$ cat config.mk
export PLATFORM = sky130hd
export DESIGN_NAME = fetch_frontend
export DESIGN_NICKNAME = d
export VERILOG_FILES = /design/src/common/ifq_pkg.sv /design/src/common/parcel_if.sv /design/src/hw/parcel_queue/parcel_queue.sv /design/src/hw/fetch_ctrl/fetch_ctrl.sv /design/src/hw/instr_aligner/instr_aligner.sv /design/src/hw/fetch_frontend.sv
export VERILOG_INCLUDE_DIRS = /design/src /design/src/common
export SDC_FILE = /design/constraint.sdc
export NUM_CORES = 1
export LEC_CHECK = 0
export BUFFER_PORTS_ARGS = -buffer_cell sky130_fd_sc_hd__buf_2
export CELL_PAD_IN_SITES_DETAIL_PLACEMENT = 1
export CELL_PAD_IN_SITES_GLOBAL_PLACEMENT = 1
export CORE_AREA = 2 2 220 222
export DETAILED_ROUTE_END_ITERATION = 10
export DIE_AREA = 0 0 222 224
export GPL_TIMING_DRIVEN = 0
export PLACE_DENSITY_LB_ADDON = 0.1
export SLEW_MARGIN = 20
export SYNTH_ARGS = -nofsm -noshare
export SYNTH_HDL_FRONTEND = slang
export SYNTH_SLANG_ARGS = --single-unit
export TNS_END_PERCENT = 20
$ cat constraint.sdc
create_clock -name clk_i -period 5.53 [get_ports clk_i]
set_input_delay 0 -clock clk_i [delete_from_list [all_inputs] [get_ports clk_i]]
set_output_delay 0 -clock clk_i [all_outputs]
set_load 0.02 [all_outputs]
$ cat src/common/ifq_defines.svh
/* sizes and flag thresholds of the parcel queue, included by the
   queue, the aligner and the top level */

`ifndef IFQ_DEFINES_SVH
`define IFQ_DEFINES_SVH

// queue capacity in 16 bit parcels
`define IFQ_DEPTH 8

// parcels per bus word written into the queue
`define IFQ_WR_PARCELS 2

// most parcels the aligner pulls at once
`define IFQ_RD_PARCELS 2

// almost empty below two parcels held
`define IFQ_ALMOST_EMPTY 1
// depth here selects the plain full rule
`define IFQ_ALMOST_FULL `IFQ_DEPTH

`endif

$ cat src/common/ifq_pkg.sv
/* types shared by the fetch front end: the instruction parcel and the
   two views of a 32 bit fetch word */

package ifq_pkg;

  // one compressed instruction or half of a full one
  typedef logic [15:0] parcel_t;

  // word seen as two parcels, low parcel at the lower address
  typedef struct packed {
    parcel_t hi;
    parcel_t lo;
  } parcel_pair_t;

  // word seen as an instruction
  // len is 2'b11 for a 32 bit instruction, anything else is compressed
  typedef struct packed {
    logic [29:0] body;
    logic [1:0]  len;
  } instr_view_t;

  // same bits, decoded either way
  typedef union packed {
    parcel_pair_t parcels;
    instr_view_t  instr;
  } fetch_word_u;

  // length code of a full instruction
  localparam logic [1:0] LEN_FULL = 2'b11;

endpackage

$ cat src/common/parcel_if.sv
/* write side of the parcel queue; the fetch controller pushes words
   and flushes, the queue reports back how full it is */

`include "ifq_defines.svh"

interface parcel_if
  import ifq_pkg::*;
();

  parcel_t [`IFQ_WR_PARCELS-1:0] parcel;
  logic    [`IFQ_WR_PARCELS-1:0] parcel_valid;
  logic                          parcel_err;
  // one cycle write strobe
  logic                          push;
  logic                          flush;
  logic                          full;
  logic                          almost_full;

  modport producer (output parcel, parcel_valid, parcel_err, push, flush,
                    input  full, almost_full);

  modport consumer (input  parcel, parcel_valid, parcel_err, push, flush,
                    output full, almost_full);

endinterface

$ cat src/hw/parcel_queue/parcel_queue.sv
/* parcel queue between fetch controller and aligner; words come in over
   parcel_if, one or two parcels leave from the head each read */

`include "ifq_defines.svh"

module parcel_queue
  import ifq_pkg::*;
#(
  parameter int DEPTH                  = `IFQ_DEPTH,
  parameter int ALMOST_EMPTY_THRESHOLD = `IFQ_ALMOST_EMPTY,
  parameter int ALMOST_FULL_THRESHOLD  = `IFQ_ALMOST_FULL
)
(
  input  logic                             clk_i,
  input  logic                             rst_ni,
  parcel_if.consumer                       wr_if,
  input  logic [$clog2(`IFQ_RD_PARCELS):0] parcel_rd_i,
  output parcel_t [`IFQ_RD_PARCELS-1:0]    parcel_q_o,
  output logic                             head_err_o,
  output logic                             empty_o,
  output logic                             almost_empty_o
);

  localparam int WR_N = `IFQ_WR_PARCELS;
  localparam int RD_N = `IFQ_RD_PARCELS;
  localparam int AW   = $clog2(DEPTH) + 1;

  // flag levels on the write pointer
  localparam int AEMPTY_LVL = (ALMOST_EMPTY_THRESHOLD <= 0) ? 1 : ALMOST_EMPTY_THRESHOLD + 1;
  localparam int FULL_LVL   = DEPTH - WR_N;
  localparam int AFULL_LVL  = (ALMOST_FULL_THRESHOLD >= DEPTH) ? FULL_LVL
                                                                : ALMOST_FULL_THRESHOLD - WR_N;

  // invalid parcels in front of the first valid one
  function automatic int unsigned lead_invalid(input logic [WR_N-1:0] v);
    int unsigned cnt;
    logic        hit;
    cnt = 0;
    hit = 1'b0;
    for (int n = 0; n < WR_N; n++)
    begin
      if (v[n])
        hit = 1'b1;
      else if (!hit)
        cnt++;
    end
    return cnt;
  endfunction

  function automatic int unsigned count_valid(input logic [WR_N-1:0] v);
    int unsigned cnt;
    cnt = 0;
    for (int n = 0; n < WR_N; n++)
      cnt += v[n];
    return cnt;
  endfunction

  parcel_t [DEPTH-1:0] parcel_sr;
  parcel_t [DEPTH-1:0] nxt_parcel_sr;
  logic    [DEPTH-1:0] err_sr;
  logic    [DEPTH-1:0] nxt_err_sr;
  parcel_t [WR_N-1:0]  wr_parcel;
  logic    [AW-1:0]    wr_cnt;
  logic    [AW-1:0]    wadr;
  logic    [AW-1:0]    nxt_wadr;

  //////////////////////////////////////////////////////////////////////
  // write alignment and pointer

  // drop leading invalid parcels, e.g. entry at a halfword offset
  assign wr_parcel = wr_if.parcel >> (lead_invalid(wr_if.parcel_valid) * 16);
  assign wr_cnt    = wr_if.push ? AW'(count_valid(wr_if.parcel_valid)) : '0;
  assign nxt_wadr  = wadr + wr_cnt - AW'(parcel_rd_i);

  //////////////////////////////////////////////////////////////////////
  // shift register, write first then shift out the read parcels

  always_comb
  begin
    nxt_parcel_sr = parcel_sr;
    nxt_err_sr    = err_sr;
    for (int n = 0; n < WR_N; n++)
    begin
      if ((n < wr_cnt) && (wadr + n < DEPTH))
      begin
        nxt_parcel_sr[wadr + n] = wr_parcel[n];
        nxt_err_sr[wadr + n]    = wr_if.parcel_err;
      end
    end
    nxt_parcel_sr = nxt_parcel_sr >> (parcel_rd_i * 16);
    nxt_err_sr    = nxt_err_sr >> parcel_rd_i;
  end

  always_ff @(posedge clk_i)
  begin
    if (wr_if.flush)
    begin
      parcel_sr <= '0;
      err_sr    <= '0;
    end
    else
    begin
      parcel_sr <= nxt_parcel_sr;
      err_sr    <= nxt_err_sr;
    end
  end

  // head parcels, error only of the parcel an instruction starts in
  assign parcel_q_o = parcel_sr[RD_N-1:0];
  assign head_err_o = err_sr[0];

  //////////////////////////////////////////////////////////////////////
  // pointer and flags, all from the next write pointer

  always_ff @(posedge clk_i or negedge rst_ni)
  begin
    if (!rst_ni)
    begin
      wadr              <= '0;
      empty_o           <= 1'b1;
      almost_empty_o    <= 1'b1;
      wr_if.full        <= 1'b0;
      wr_if.almost_full <= 1'b0;
    end
    else if (wr_if.flush)
    begin
      wadr              <= '0;
      empty_o           <= 1'b1;
      almost_empty_o    <= 1'b1;
      wr_if.full        <= 1'b0;
      wr_if.almost_full <= 1'b0;
    end
    else
    begin
      wadr              <= nxt_wadr;
      empty_o           <= (nxt_wadr == '0);
      almost_empty_o    <= (nxt_wadr < AEMPTY_LVL);
      // full once another word would not fit
      wr_if.full        <= (nxt_wadr > FULL_LVL);
      wr_if.almost_full <= (nxt_wadr > AFULL_LVL);
    end
  end

endmodule

$ cat src/hw/fetch_ctrl/fetch_ctrl.sv
/* fetch controller; four-phase bus master that reads 32 bit words and
   pushes both halves into the parcel queue, restarted by redirect */

module fetch_ctrl
  import ifq_pkg::*;
(
  input  logic        clk_i,
  input  logic        rst_ni,
  input  logic        redirect_i,
  input  logic [31:0] redirect_pc_i,
  output logic        mem_req_o,
  output logic [31:0] mem_addr_o,
  input  logic        mem_ack_i,
  input  logic [31:0] mem_rdata_i,
  input  logic        mem_err_i,
  parcel_if.producer  wr_if
);

  logic [31:0] fetch_pc;
  logic        req_q;
  logic        push_q;
  // answer of a request made before a redirect
  logic        discard_q;
  // word entered at its upper half
  logic        offset_q;
  logic        err_q;
  fetch_word_u word_q;
  logic        start;
  logic        done;

  // new request only once ack is low and the last word is in the queue
  assign start = ~req_q & ~push_q & ~mem_ack_i & ~redirect_i
               & ~wr_if.full & ~wr_if.almost_full;
  assign done  = req_q & mem_ack_i;

  //////////////////////////////////////////////////////////////////////
  // bus handshake and fetch address

  always_ff @(posedge clk_i or negedge rst_ni)
  begin
    if (!rst_ni)
    begin
      req_q     <= 1'b0;
      push_q    <= 1'b0;
      discard_q <= 1'b0;
      fetch_pc  <= '0;
    end
    else
    begin
      push_q <= done & ~discard_q & ~redirect_i;
      if (start)
        req_q <= 1'b1;
      else if (done)
        req_q <= 1'b0;
      // request in flight keeps its handshake, data is dropped
      if (done)
        discard_q <= 1'b0;
      else if (redirect_i && req_q)
        discard_q <= 1'b1;
      if (redirect_i)
        fetch_pc <= redirect_pc_i;
      else if (done && !discard_q)
        fetch_pc <= {fetch_pc[31:2] + 30'd1, 2'b00};
    end
  end

  // address held for the whole request
  always_ff @(posedge clk_i)
  begin
    if (start)
    begin
      mem_addr_o <= {fetch_pc[31:2], 2'b00};
      offset_q   <= fetch_pc[1];
    end
    if (done)
    begin
      word_q <= mem_rdata_i;
      err_q  <= mem_err_i;
    end
  end

  assign mem_req_o          = req_q;
  assign wr_if.parcel       = {word_q.parcels.hi, word_q.parcels.lo};
  assign wr_if.parcel_valid = {1'b1, ~offset_q};
  assign wr_if.parcel_err   = err_q;
  assign wr_if.push         = push_q;
  assign wr_if.flush        = redirect_i;

endmodule

$ cat src/hw/instr_aligner/instr_aligner.sv
/* instruction aligner; takes one or two parcels from the queue head,
   tracks the PC and offers each instruction over a four-phase handshake */

`include "ifq_defines.svh"

module instr_aligner
  import ifq_pkg::*;
(
  input  logic                                 clk_i,
  input  logic                                 rst_ni,
  input  logic                                 redirect_i,
  input  logic [31:0]                          redirect_pc_i,
  input  parcel_t [`IFQ_RD_PARCELS-1:0]        parcel_q_i,
  input  logic                                 head_err_i,
  input  logic                                 empty_i,
  input  logic                                 almost_empty_i,
  output logic [$clog2(`IFQ_RD_PARCELS):0]     parcel_rd_o,
  output logic                                 instr_req_o,
  input  logic                                 instr_ack_i,
  output logic [31:0]                          instr_o,
  output logic [31:0]                          instr_pc_o,
  output logic                                 instr_compressed_o,
  output logic                                 instr_err_o
);

  localparam int RD_W = $clog2(`IFQ_RD_PARCELS) + 1;

  fetch_word_u head_word;
  fetch_word_u instr_q;
  logic [31:0] pc_q;
  logic        req_q;
  logic        cmp_q;
  logic        err_q;
  logic        head_full;
  logic        ready;
  logic        issue;
  logic        taken;

  assign head_word = {parcel_q_i[1], parcel_q_i[0]};
  assign head_full = (head_word.instr.len == LEN_FULL);
  // full instruction needs both parcels present
  assign ready     = head_full ? ~almost_empty_i : ~empty_i;
  // no issue while a read is still on its way to the head
  assign issue     = ~req_q & (parcel_rd_o == '0) & ~instr_ack_i & ready & ~redirect_i;
  assign taken     = req_q & instr_ack_i & ~redirect_i;

  always_ff @(posedge clk_i or negedge rst_ni)
  begin
    if (!rst_ni)
    begin
      req_q       <= 1'b0;
      parcel_rd_o <= '0;
      pc_q        <= '0;
    end
    else
    begin
      parcel_rd_o <= '0;
      // redirect withdraws any offered instruction
      if (redirect_i)
      begin
        req_q <= 1'b0;
        pc_q  <= redirect_pc_i;
      end
      else if (taken)
      begin
        req_q       <= 1'b0;
        parcel_rd_o <= cmp_q ? RD_W'(1) : RD_W'(2);
        pc_q        <= pc_q + (cmp_q ? 32'd2 : 32'd4);
      end
      else if (issue)
        req_q <= 1'b1;
    end
  end

  // held stable until the handshake ends
  always_ff @(posedge clk_i)
  begin
    if (issue)
    begin
      instr_q <= head_full ? head_word : fetch_word_u'({16'h0000, head_word.parcels.lo});
      cmp_q   <= ~head_full;
      err_q   <= head_err_i;
    end
  end

  assign instr_req_o        = req_q;
  assign instr_o            = instr_q;
  assign instr_pc_o         = pc_q;
  assign instr_compressed_o = cmp_q;
  assign instr_err_o        = err_q;

endmodule

$ cat src/hw/fetch_frontend.sv
/* instruction fetch front end between instruction memory and core;
   connects fetch controller, parcel queue and aligner */

`include "ifq_defines.svh"

module fetch_frontend
  import ifq_pkg::*;
(
  input  logic        clk_i,
  input  logic        rst_ni,
  input  logic        redirect_i,
  input  logic [31:0] redirect_pc_i,
  // memory bus
  output logic        mem_req_o,
  output logic [31:0] mem_addr_o,
  input  logic        mem_ack_i,
  input  logic [31:0] mem_rdata_i,
  input  logic        mem_err_i,
  // instructions to the core
  output logic        instr_req_o,
  input  logic        instr_ack_i,
  output logic [31:0] instr_o,
  output logic [31:0] instr_pc_o,
  output logic        instr_compressed_o,
  output logic        instr_err_o
);

  parcel_if wr_if ();

  parcel_t [`IFQ_RD_PARCELS-1:0]    parcel_q;
  logic [$clog2(`IFQ_RD_PARCELS):0] rd_cnt;
  logic                             head_err;
  logic                             empty;
  logic                             almost_empty;

  fetch_ctrl i_fetch_ctrl (
    .clk_i         (clk_i),
    .rst_ni        (rst_ni),
    .redirect_i    (redirect_i),
    .redirect_pc_i (redirect_pc_i),
    .mem_req_o     (mem_req_o),
    .mem_addr_o    (mem_addr_o),
    .mem_ack_i     (mem_ack_i),
    .mem_rdata_i   (mem_rdata_i),
    .mem_err_i     (mem_err_i),
    .wr_if         (wr_if.producer)
  );

  parcel_queue #(
    .DEPTH                  (`IFQ_DEPTH),
    .ALMOST_EMPTY_THRESHOLD (`IFQ_ALMOST_EMPTY),
    .ALMOST_FULL_THRESHOLD  (`IFQ_ALMOST_FULL)
  ) i_parcel_queue (
    .clk_i          (clk_i),
    .rst_ni         (rst_ni),
    .wr_if          (wr_if.consumer),
    .parcel_rd_i    (rd_cnt),
    .parcel_q_o     (parcel_q),
    .head_err_o     (head_err),
    .empty_o        (empty),
    .almost_empty_o (almost_empty)
  );

  instr_aligner i_instr_aligner (
    .clk_i              (clk_i),
    .rst_ni             (rst_ni),
    .redirect_i         (redirect_i),
    .redirect_pc_i      (redirect_pc_i),
    .parcel_q_i         (parcel_q),
    .head_err_i         (head_err),
    .empty_i            (empty),
    .almost_empty_i     (almost_empty),
    .parcel_rd_o        (rd_cnt),
    .instr_req_o        (instr_req_o),
    .instr_ack_i        (instr_ack_i),
    .instr_o            (instr_o),
    .instr_pc_o         (instr_pc_o),
    .instr_compressed_o (instr_compressed_o),
    .instr_err_o        (instr_err_o)
  );

endmodule

==> summary.txt, run 1 <==
Setup path
  • Buf+Inv Stages, Crit Path: 3
  • WP data required: 5.89 ns
  • RR Endpoint: i_parcel_queue.parcel_q_o[12]$_SDFF_PP0_
  • Critical-path top delay cell: clkbuf_1
  • Worst r2r path cells: 10
  • CP top delay family: buffers and inverters
  • Critical Path End Type: flip-flop
  • CP Cell Sequence: clkbuf_1 -> clkbuf_1 -> and3_1 -> ha_1 -> and4b_1 -> nand4_1 -> clkbuf_1 -> nor2_1 -> o32ai_1 -> o221ai_1
  • CP arrival: 4.92 ns
  • Worst reg-to-reg setup slack: 0.97 ns
  • CP peak stage delay: 0.69 ns
  • CP dominant cell by count: clkbuf_1
  • CP Max Fanout: 10
  • Crit Reg-Reg Startpoint: i_parcel_queue.wadr[1]$_DFF_PN0_
  • Crit start category: flip-flop
  • Crit path kind: reg -> reg

Synthesis
  • Mapped Cells: 1758
  • Synth top area share: 0.180
  • Largest family of logic cells by synthesized area: compound AO/OA/AOI/OAI gates
  • Multiplexer area fraction after synthesis: 0.0604
  • Largest cells by area after synthesis: edfxtp_1 18%, dfxtp_1 17%, dfrtp_1 11%, o21ai_0 7.4%, a21oi_1 4.9%
  • Synth Flop Type: dfxtp_1
  • Post-synthesis xor/xnor area fraction: 0.0278
  • FFs w/ async S/R, synth: 0.245
  • Count of cell types in the netlist: 69
  • Total of warnings raised by yosys: 0
  • Post-Synthesis Cell Area: 0.0164 sq mm
  • Syn_area_per_cell: 9.32 sq um
  • Post-synthesis compound-gate area fraction: 0.241
  • Seq cells post-synth: 310
  • Post-synthesis simple-gate area fraction: 0.147
  • Adder-cell share of the synthesized area: 0.0113
  • Area leader, netlist: edfxtp_1
  • Sequential share of the synthesized area: 0.462
  • Number of flops mapped to enable cells by yosys: 98

Clock network
  • Worst skew pair latency: 0.56 ns
  • CTS Sinks: 310
  • Post-cts sizing count: 0
  • H-tree lvl count: 2
  • Clock Path Buffers: 3
  • CTS clk-pin slew, worst paths: 0.06 ns
  • CTS Buf Count: 39
  • Clock Root Buffer: clkbuf_16
  • TritonCTS clock tree: yes

Placement
  • Cell Area, Placed: 0.0181 sq mm
  • Final Wtd Congestion: 0.900
  • PortBufs: 166
  • Post-detail-place hpwl: 51.0 mm
  • Setup WS pre-CTS: 1.13 ns

Power and ir drop
  • Sequential Power Share: 0.425
  • Clock share of power: 0.412
  • Switching share of power: 0.294
  • Switching pwr: 1830 uW
  • Cell leakage power: 0.00716 uW
  • Internal Power: 4410 uW
  • Logic pwr share: 0.164
  • Worst VDD drop: 0.219 mV
  • Pwr/cell area: 311 mW/mm^2
  • Final Power: 6250 uW

Min path
  • Hold_sp: redirect_i
  • Hold EP: i_instr_aligner.instr_pc_o[30]$_DFFE_PN0N_
  • Worst hold path class: in -> reg
  • Cell count of the worst hold path: 3

Run status
  • Status: completed

Flow run
  • Max_cap viols: 0

Floorplanning
  • Die Width: 222 um
  • Initial Util: 0.346
  • Die area: 0.0497 sq mm
  • Io pins: 170
  • Die Span Y: 224 um
  • Core ar.: 0.0473 sq mm
  • Rows: 80

Detailed routing
  • Highest metal used: met4
  • Remaining antenna violation count: 0
  • Routed WL: 65.1 mm
  • Met2 wire length: 33.7 mm
  • Wl on met1: 26.7 mm
  • Routed vias/inst: 5.71
  • Iteration-0 DRC Markers: 967
  • WL per Instance: 24.2 um
  • DRC: 0
  • Via count: 15.4k
  • DRT Pass-1 Iters: 7
  • Met3 wire length: 2.12 mm

Timing
  • Final setup fails: 0
  • Unrepaired setup endpoints after global routing: false
  • Rel. slew slack: 0.194
  • Skew final: 0.0207 ns
  • Min cycle time layout: 4.56 ns
  • Max-slew violation count: 0
  • Post-route setup TNS: 0 ns
  • Final hold vios: 0
  • Slew @ Worst Pin: 1.17 ns
  • Max Clk Rate: 219 MHz
  • Final worst slack: 0.972 ns
  • Final Cycle Share: 0.824

Global routing
  • Pin count of the biggest net entering global routing: 52
  • First-pass GRT wire length: 98.4 mm
  • GR Overflow Total: 0
  • Initial antenna violation count: 0
  • GRT Overall Usage: 0.259
  • Vias in the first global route: 16.6k

Final layout
  • # diodes: 0
  • Fill count: 5557
  • Cell area after layout: 0.0201 sq mm
  • Share of layout cells above drive strength 1: 0.180
  • Nets: 2127
  • Area growth syn-to-layout: 22.6%
  • Sequential Area: 0.00757 sq mm
  • Multi-input combinational cell area: 0.00800 sq mm
-- per-layer routing --
layer  track usage  vias to the layer above
met3        0.0308                      125
met1         0.302                     7738
met5             0                        -
li1              -                     7139
met2         0.479                      356
met4         0.104                        0
-- registers in the layout (all words and copies together), names as in the netlist, 2 cells and up --
name and count:
i_instr_aligner.instr_o 32, i_instr_aligner.parcel_rd_o 2, i_parcel_queue.parcel_sr 96, i_parcel_queue.wadr 4
i_instr_aligner.instr_pc_o 32, i_parcel_queue.err_sr 8, i_fetch_ctrl.mem_addr_o 30, i_fetch_ctrl.fetch_pc 31
i_fetch_ctrl.wr_if.parcel 32, i_parcel_queue.parcel_q_o 32
-- worst min-delay path, delay by kind of cell --
kind / cells / cell delay [ns]
AO/OA/AOI/OAI: 1 / 0.09
buffers and inverters: 1 / 0.25
AND/OR/NAND/NOR: 1 / 0.22
-- cell usage after synthesis (all sizes together), types with 20 or more instances --
master,number
mux2,68
nand3,20
and3,23
a21oi,161
nor2,192
nor3,31
nand2,40
dfxtp,136
o221ai,48
nand4,49
o21ai,254
clkbuf,98
dfrtp,74
inv,37
edfxtp,98
xnor2,32
a211oi,99
buf,63
-- cells in the final DEF, fill, tap and decap left out, types with 41 or more instances in the layout --
| cell type | count |
|---|---|
| a211oi_1 | 99 |
| a21oi_1 | 161 |
| buf_2 | 204 |
| clkbuf_1 | 110 |
| clkbuf_16 | 41 |
| dfrtp_1 | 74 |
| dfxtp_1 | 136 |
| dlygate4sd3_1 | 69 |
| edfxtp_1 | 98 |
| mux2_2 | 59 |
| nand4_1 | 48 |
| nor2_1 | 181 |
| o21ai_0 | 241 |
| o221ai_1 | 48 |
-- area by class of cell --
class | count | share of cell area
tap | 615 | 0.0383
clock inverter | 12 | 0.00573
multi-input combinational | 1251 | 0.398
inverter | 37 | 0.00691
buffer | 161 | 0.0348
timing repair buffer | 244 | 0.0816
sequential | 310 | 0.377
clock buffer | 59 | 0.0574
-- metrics by stage --
stage	hold slack, ns	cells	util
6_report	0.0513	2689	0.424
5_1_grt	0.109	2689	0.424
4_1_cts	0.0271	2689	0.424
3_5_place_dp	-0.0596	2548	0.382
3_3_place_gp	0.178	2540	0.380
2_1_floorplan	-0.296	1759	-
-- logic make-up (layout without fill, tap and decap cells) --
family | after synthesis | after routing
simple gates | 449 | 449
buf+inv | 198 | 513
flops | 310 | 310
other cells | 1 | 2
compound gates | 651 | 651
xor+xnor | 49 | 49
mux | 87 | 87
fa+ha+maj | 13 | 13
-- worst max path at each step --
stage	start	end	slack [ns]	cells past startpoint
final	i_parcel_queue.wadr[1]$_DFF_PN0_	i_parcel_queue.parcel_q_o[12]$_SDFF_PP0_	0.97	10
after global routing	i_parcel_queue.wadr[1]$_DFF_PN0_	i_parcel_queue.parcel_q_o[12]$_SDFF_PP0_	0.79	10
after CTS	i_parcel_queue.wadr[1]$_DFF_PN0_	i_parcel_queue.parcel_q_o[12]$_SDFF_PP0_	1.11	10
after detailed placement	i_parcel_queue.wadr[1]$_DFF_PN0_	i_parcel_queue.parcel_q_o[12]$_SDFF_PP0_	1.13	10
after global placement	i_instr_aligner.parcel_rd_o[0]$_DFF_PN0_	i_instr_aligner.instr_o[26]$_SDFFCE_PN0P_	-1.52	5
after floorplan	i_instr_aligner.parcel_rd_o[0]$_DFF_PN0_	i_instr_aligner.instr_compressed_o$_DFFE_PP_	0.75	5
-- what timing repair did --
action                                  in CTS  in global routing
endpoints found under the hold margin      183                  0
hold buffers                                70                  0
endpoints found under the setup margin       0                  0
setup buffers                                0                  0
-- power groups by stage --
stage	registers (uW)	logic, uW	clock network (uW)
floorplan	2750	515	0
global placement	2700	943	0
detailed placement	2700	978	0
CTS	2660	1020	2630
global route	2670	1100	2710
finish	2650	1020	2570
No activity file was read; power rests on OpenSTA's default activity.
==> inputs of run 2 (changes only) <==
ABC_AREA = 1   (was default)
CORE_AREA = 2 2 223 225   (was 2 2 220 222)
DIE_AREA = 0 0 225 227   (was 0 0 222 224)
clock period = 3.7 ns   (was 5.53 ns; I/O delays follow)
==> summary.txt, run 2 <==
Timing
  • Skew final: 0.0178 ns
  • Final setup fails: 0
  • Slew @ Worst Pin: 1.15 ns
  • Min cycle time layout: 3.18 ns
  • Max Clk Rate: 315 MHz
  • Post-route setup TNS: 0 ns
  • Unrepaired setup endpoints after global routing: false
  • Rel. slew slack: 0.226
  • Final hold vios: 0
  • Final Cycle Share: 0.858
  • Max-slew violation count: 0

Power and ir drop
  • Pwr/cell area: 523 mW/mm^2
  • Worst VDD drop: 0.381 mV
  • Cell leakage power: 0.00881 uW

Setup path
  • CP arrival: 3.66 ns
  • Critical Path End Type: flip-flop
  • Worst r2r path cells: 11
  • WP data required: 4.18 ns
  • Crit path kind: reg -> reg
  • Buf+Inv Stages, Crit Path: 4
  • Critical Path Stages: 11
  • CP peak stage delay: 0.42 ns
  • Crit start category: flip-flop
  • CP Max Fanout: 10
  • Critical-path top delay cell: clkbuf_1
  • CP Cell Sequence: clkbuf_1 -> clkbuf_1 -> buf_2 -> nand2_1 -> ha_1 -> inv_1 -> ha_1 -> fa_1 -> xnor2_1 -> nand3_1 -> o21ai_0
  • CP top delay family: buffers and inverters

Clock network
  • Clock Path Buffers: 3
  • Worst skew pair latency: 0.58 ns
  • CTS Buf Count: 39
  • Clock Root Buffer: clkbuf_16
  • Hold-fix buffers at CTS: 71
  • H-tree lvl count: 2
  • TritonCTS clock tree: yes
  • Post-cts sizing count: 0
  • CTS clk-pin slew, worst paths: 0.06 ns
  • Post-CTS Setup Bufs: 0
  • CTS Sinks: 310

Detailed routing
  • DRT Pass-1 Iters: 7
  • Iteration-0 DRC Markers: 1065
  • Routed vias/inst: 5.54
  • Via count: 18.3k
  • Routed WL: 74.8 mm
  • DRC: 0
  • Remaining antenna violation count: 0
  • WL per Instance: 22.6 um

Placement
  • Inst Count DP: 3169
  • Final Wtd Congestion: 0.929
  • Post-detail-place hpwl: 58.7 mm
  • PortBufs: 167

Final layout
  • Commonest non-fill, non-tap cell in the layout: nand2_1
  • Nets: 2742
  • Largest Register: i_parcel_queue.parcel_sr
  • Final core utilization: 0.424
  • Most frequent cells in the layout: 723 x nand2_1, 632 x nand3_1, 189 x buf_2
  • # diodes: 0
  • Max reg flops: 96
  • Share of layout cells above drive strength 1: 0.102
  • Area growth syn-to-layout: 21.9%
  • Non-filler instance count after layout: 3310

Synthesis
  • Area leader, netlist: nand3_1
  • Mapped Cells: 2376
  • Seq cells post-synth: 310
  • Synth cell count leaders: 723 x nand2_1, 632 x nand3_1, 165 x nor2_1
  • Count of cell types in the netlist: 37
  • Sequential share of the synthesized area: 0.448
  • Total of warnings raised by yosys: 0
  • Top-count cell post-synth: nand2_1
  • Synth top area share: 0.187
  • Synth Flop Type: dfxtp_1
  • FFs w/ async S/R, synth: 0.245
  • Number of flops mapped to enable cells by yosys: 98
  • Syn_area_per_cell: 7.11 sq um
  • Post-Synthesis Cell Area: 0.0169 sq mm
  • Largest cells by area after synthesis: nand3_1 19%, edfxtp_1 17%, dfxtp_1 16%, nand2_1 16%, dfrtp_1 11%

Floorplanning
  • Core ar.: 0.0485 sq mm
  • Die Width: 225 um
  • Rows: 81
  • Die Span Y: 227 um
  • Die area: 0.0511 sq mm
  • Io pins: 170
  • Initial Util: 0.348

Min path
  • Cell count of the worst hold path: 2
  • Worst hold path class: in -> reg

Global routing
  • GR Overflow Total: 0
  • Vias in the first global route: 19.0k
  • First-pass GRT wire length: 112 mm
  • Initial antenna violation count: 0
  • Pin count of the biggest net entering global routing: 51
  • GRT Overall Usage: 0.293

Flow run
  • Max_cap viols: 0

Run status
  • Status: completed
run 2: report_power, final:
group | internal [uW] | switching [uW]
clock network | 2360 | 1590
registers | 4000 | 339
logic | 689 | 1790
total | 7040 | 3730
run 2: area by class of cell:
type	instances	area (sq um)
Buffer	135	543
Clock buffer	55	1140
Clock inverter	15	155
Fill cell	6136	28000
Inverter	116	435
Multi-Input combinational cell	1816	8360
Sequential cell	310	7570
Tap cell	622	778
Timing Repair Buffer	241	1610
run 2: through the flow:
stage / total power (uW) / hold slack [ns] / area, sq um / setup WS (ns)
2_1_floorplan: 5790 / -0.296 / 16900 / 0.904
3_3_place_gp: 6700 / 0.180 / 18500 / -0.0187
3_5_place_dp: 6790 / -0.0344 / 18600 / 0.540
4_1_cts: 10800 / 0.123 / 20600 / 0.514
5_1_grt: 11300 / 0.136 / 20600 / 0.330
6_report: 10800 / 0.144 / 20600 / 0.525
run 2: path summary, 6_finish.rpt:
| kind | start | end | slack, ns |
|---|---|---|---|
| max in group asynchronous | rst_ni | i_parcel_queue.almost_empty_o$_DFF_PN1_ | 2.84 |
| worst min-delay path | mem_rdata_i[5] | i_fetch_ctrl.wr_if.parcel[5]$_DFFE_PP_ | 0.14 |
| worst min register to register | i_parcel_queue.parcel_q_o[11]$_SDFF_PP0_ | i_instr_aligner.instr_o[11]$_DFFE_PP_ | 0.43 |
| worst max-delay path | i_fetch_ctrl.offset_q$_DFFE_PP_ | i_parcel_queue.empty_o$_DFF_PN1_ | 0.52 |
| min in group asynchronous | rst_ni | i_instr_aligner.instr_pc_o[14]$_DFFE_PN0N_ | 0.51 |
| worst max register to register | i_fetch_ctrl.offset_q$_DFFE_PP_ | i_parcel_queue.empty_o$_DFF_PN1_ | 0.52 |
run 2: kinds of logic after synthesis:
group                    count (synthesis)  synth area share
AO/OA/AOI/OAI                          204            0.0644
XOR/XNOR                                31            0.0161
adder cells (fa/ha/maj)                 13            0.0110
buffers and inverters                  251            0.0579
flip-flops                             310             0.448
other                                    1          0.000222
AND/OR/NAND/NOR                       1566             0.402
run 2: metal layers:
| layer | global-route usage | wire [um] | vias to the layer above |
|---|---|---|---|
| li1 | - | - | 8564 |
| met1 | 0.343 | 30300 | 9143 |
| met2 | 0.537 | 38100 | 458 |
| met3 | 0.0396 | 3140 | 165 |
| met4 | 0.122 | 3180 | 0 |
| met5 | 0 | 0 | - |
==> inputs of run 3 (changes only) <==
CELL_PAD_IN_SITES_DETAIL_PLACEMENT = 0   (was 1)
CORE_AREA = 3 3 224 226   (was 2 2 223 225)
DIE_AREA = 0 0 227 229   (was 0 0 225 227)
==> summary.txt, run 3 (synthesis results as in run 2) <==
Run status
  • Status: completed

Global routing
  • GR Overflow Total: 0
  • First-pass GRT wire length: 106 mm
  • Initial antenna violation count: 0
  • Pin count of the biggest net entering global routing: 51
  • GRT Overall Usage: 0.271
  • Vias in the first global route: 17.8k

Power and ir drop
  • Final Power: 10800 uW
  • Sequential Power Share: 0.402
  • Internal Power: 7090 uW
  • Switching share of power: 0.342
  • Clock share of power: 0.373
  • Cell leakage power: 0.00882 uW
  • Switching pwr: 3680 uW
  • Logic pwr share: 0.226
  • Worst VDD drop: 0.347 mV
  • Pwr/cell area: 522 mW/mm^2

Setup path
  • CP Max Fanout: 10
  • Crit start category: flip-flop
  • CP top delay family: buffers and inverters
  • RR Endpoint: i_parcel_queue.empty_o$_DFF_PN1_
  • Critical Path Stages: 11
  • Worst r2r path cells: 11
  • Buf+Inv Stages, Crit Path: 4
  • CP Cell Sequence: clkbuf_1 -> clkbuf_1 -> buf_2 -> nand2_1 -> ha_1 -> inv_1 -> ha_1 -> fa_1 -> xnor2_1 -> nand3_1 -> o21ai_0
  • Crit Reg-Reg Startpoint: i_fetch_ctrl.offset_q$_DFFE_PP_
  • Worst reg-to-reg setup slack: 0.64 ns
  • WP data required: 4.19 ns
  • CP arrival: 3.55 ns
  • CP peak stage delay: 0.41 ns
  • Critical-path top delay cell: clkbuf_1
  • Crit path kind: reg -> reg
  • Critical Path End Type: flip-flop

Clock network
  • TritonCTS clock tree: yes
  • Post-CTS Setup Bufs: 0
  • Clock Root Buffer: clkbuf_16
  • Clock Path Buffers: 3
  • H-tree lvl count: 2
  • CTS Sinks: 310
  • Post-cts sizing count: 0
  • CTS clk-pin slew, worst paths: 0.06 ns
  • Worst skew pair latency: 0.57 ns
  • CTS Buf Count: 39

Timing
  • Rel. slew slack: 0.228
  • Post-route setup TNS: 0 ns
  • Max Clk Rate: 326 MHz
  • Hold slack: 0.149 ns
  • Final setup fails: 0
  • Skew final: 0.0236 ns
  • Final Cycle Share: 0.828
  • Max-slew violation count: 0
  • Final worst slack: 0.635 ns
  • Min cycle time layout: 3.06 ns
  • Final hold vios: 0
  • Unrepaired setup endpoints after global routing: false
  • Slew @ Worst Pin: 1.15 ns

Floorplanning
  • Die area: 0.0520 sq mm
  • Io pins: 170
  • Die Span Y: 229 um
  • Rows: 81
  • Die Width: 227 um
  • Initial Util: 0.348
  • Core ar.: 0.0485 sq mm

Placement
  • Setup WS pre-CTS: 0.599 ns
  • Post-detail-place hpwl: 56.8 mm
  • Final Wtd Congestion: 0.917
  • PortBufs: 167

Final layout
  • # diodes: 0
  • Final core utilization: 0.425
  • Share of layout cells above drive strength 1: 0.103
  • Largest Register: i_parcel_queue.parcel_sr
  • Nets: 2743
  • Area growth syn-to-layout: 22.1%
  • Max reg flops: 96
  • Fill count: 5100
  • Most frequent cells in the layout: 723 x nand2_1, 632 x nand3_1, 189 x buf_2
  • Commonest non-fill, non-tap cell in the layout: nand2_1

Detailed routing
  • WL per Instance: 21.5 um
  • DRC: 0
  • Remaining antenna violation count: 0
  • Routed vias/inst: 5.42
  • Routed WL: 71.3 mm
  • DRT Pass-1 Iters: 7
  • Iteration-0 DRC Markers: 1445
  • Via count: 17.9k

Min path
  • Hold_sp: mem_rdata_i[13]
  • Hold EP: i_fetch_ctrl.wr_if.parcel[13]$_DFFE_PP_
  • Cell count of the worst hold path: 2
  • Worst hold path class: in -> reg

Flow run
  • Max_cap viols: 0
run 3: stage by stage:
stage,instances,instance area (sq um)
2_1_floorplan,2377,16900
3_3_place_gp,3166,18500
3_5_place_dp,3169,18600
4_1_cts,3313,20600
5_1_grt,3313,20600
6_report,3313,20600
run 3: area by class of cell:
cell class	count	area [sq um]	share of cell area
sequential	310	7570	0.367
buffer	135	543	0.0263
clock buffer	52	1080	0.0522
inverter	116	435	0.0211
tap	622	778	0.0377
multi-input combinational	1816	8370	0.406
clock inverter	20	248	0.0120
timing repair buffer	242	1610	0.0781
run 3: per-layer routing:
layer	global-route usage	part of all wire	wire length, um	vias to the layer above
met3	0.0405	0.055	3930	160
met1	0.327	0.40	28600	8606
met4	0.112	0.044	3140	0
met2	0.480	0.50	35600	597
met5	0	0	0	-
li1	-	-	-	8585
run 3: how the worst max path moves through the flow:
stage                                  startpoint                               endpoint  slack (ns)
2_1_floorplan  i_fetch_ctrl.mem_req_o$_DFFE_PN0P_  i_fetch_ctrl.mem_addr_o[10]$_DFFE_PP_        0.90
4_1_cts           i_fetch_ctrl.offset_q$_DFFE_PP_       i_parcel_queue.empty_o$_DFF_PN1_        0.60
3_3_place_gp                           redirect_i  i_fetch_ctrl.mem_addr_o[19]$_DFFE_PP_       -0.06
6_report          i_fetch_ctrl.offset_q$_DFFE_PP_       i_parcel_queue.empty_o$_DFF_PN1_        0.64
3_5_place_dp      i_fetch_ctrl.offset_q$_DFFE_PP_       i_parcel_queue.empty_o$_DFF_PN1_        0.60
5_1_grt           i_fetch_ctrl.offset_q$_DFFE_PP_       i_parcel_queue.empty_o$_DFF_PN1_        0.36
run 3: repair_timing:
item | 4_1_cts | 5_1_grt
hold endpoints to repair | 179 | 0
hold buffers | 72 | 0
endpoints found under the setup margin | 0 | 0
run 3: power groups by stage:
stage,clock network [uW],logic (uW),registers [uW]
3_3_place_gp,0,2320,4400
6_report,4020,2430,4330
5_1_grt,4220,2690,4380
3_5_place_dp,0,2350,4400
2_1_floorplan,0,1350,4440
4_1_cts,4100,2420,4330
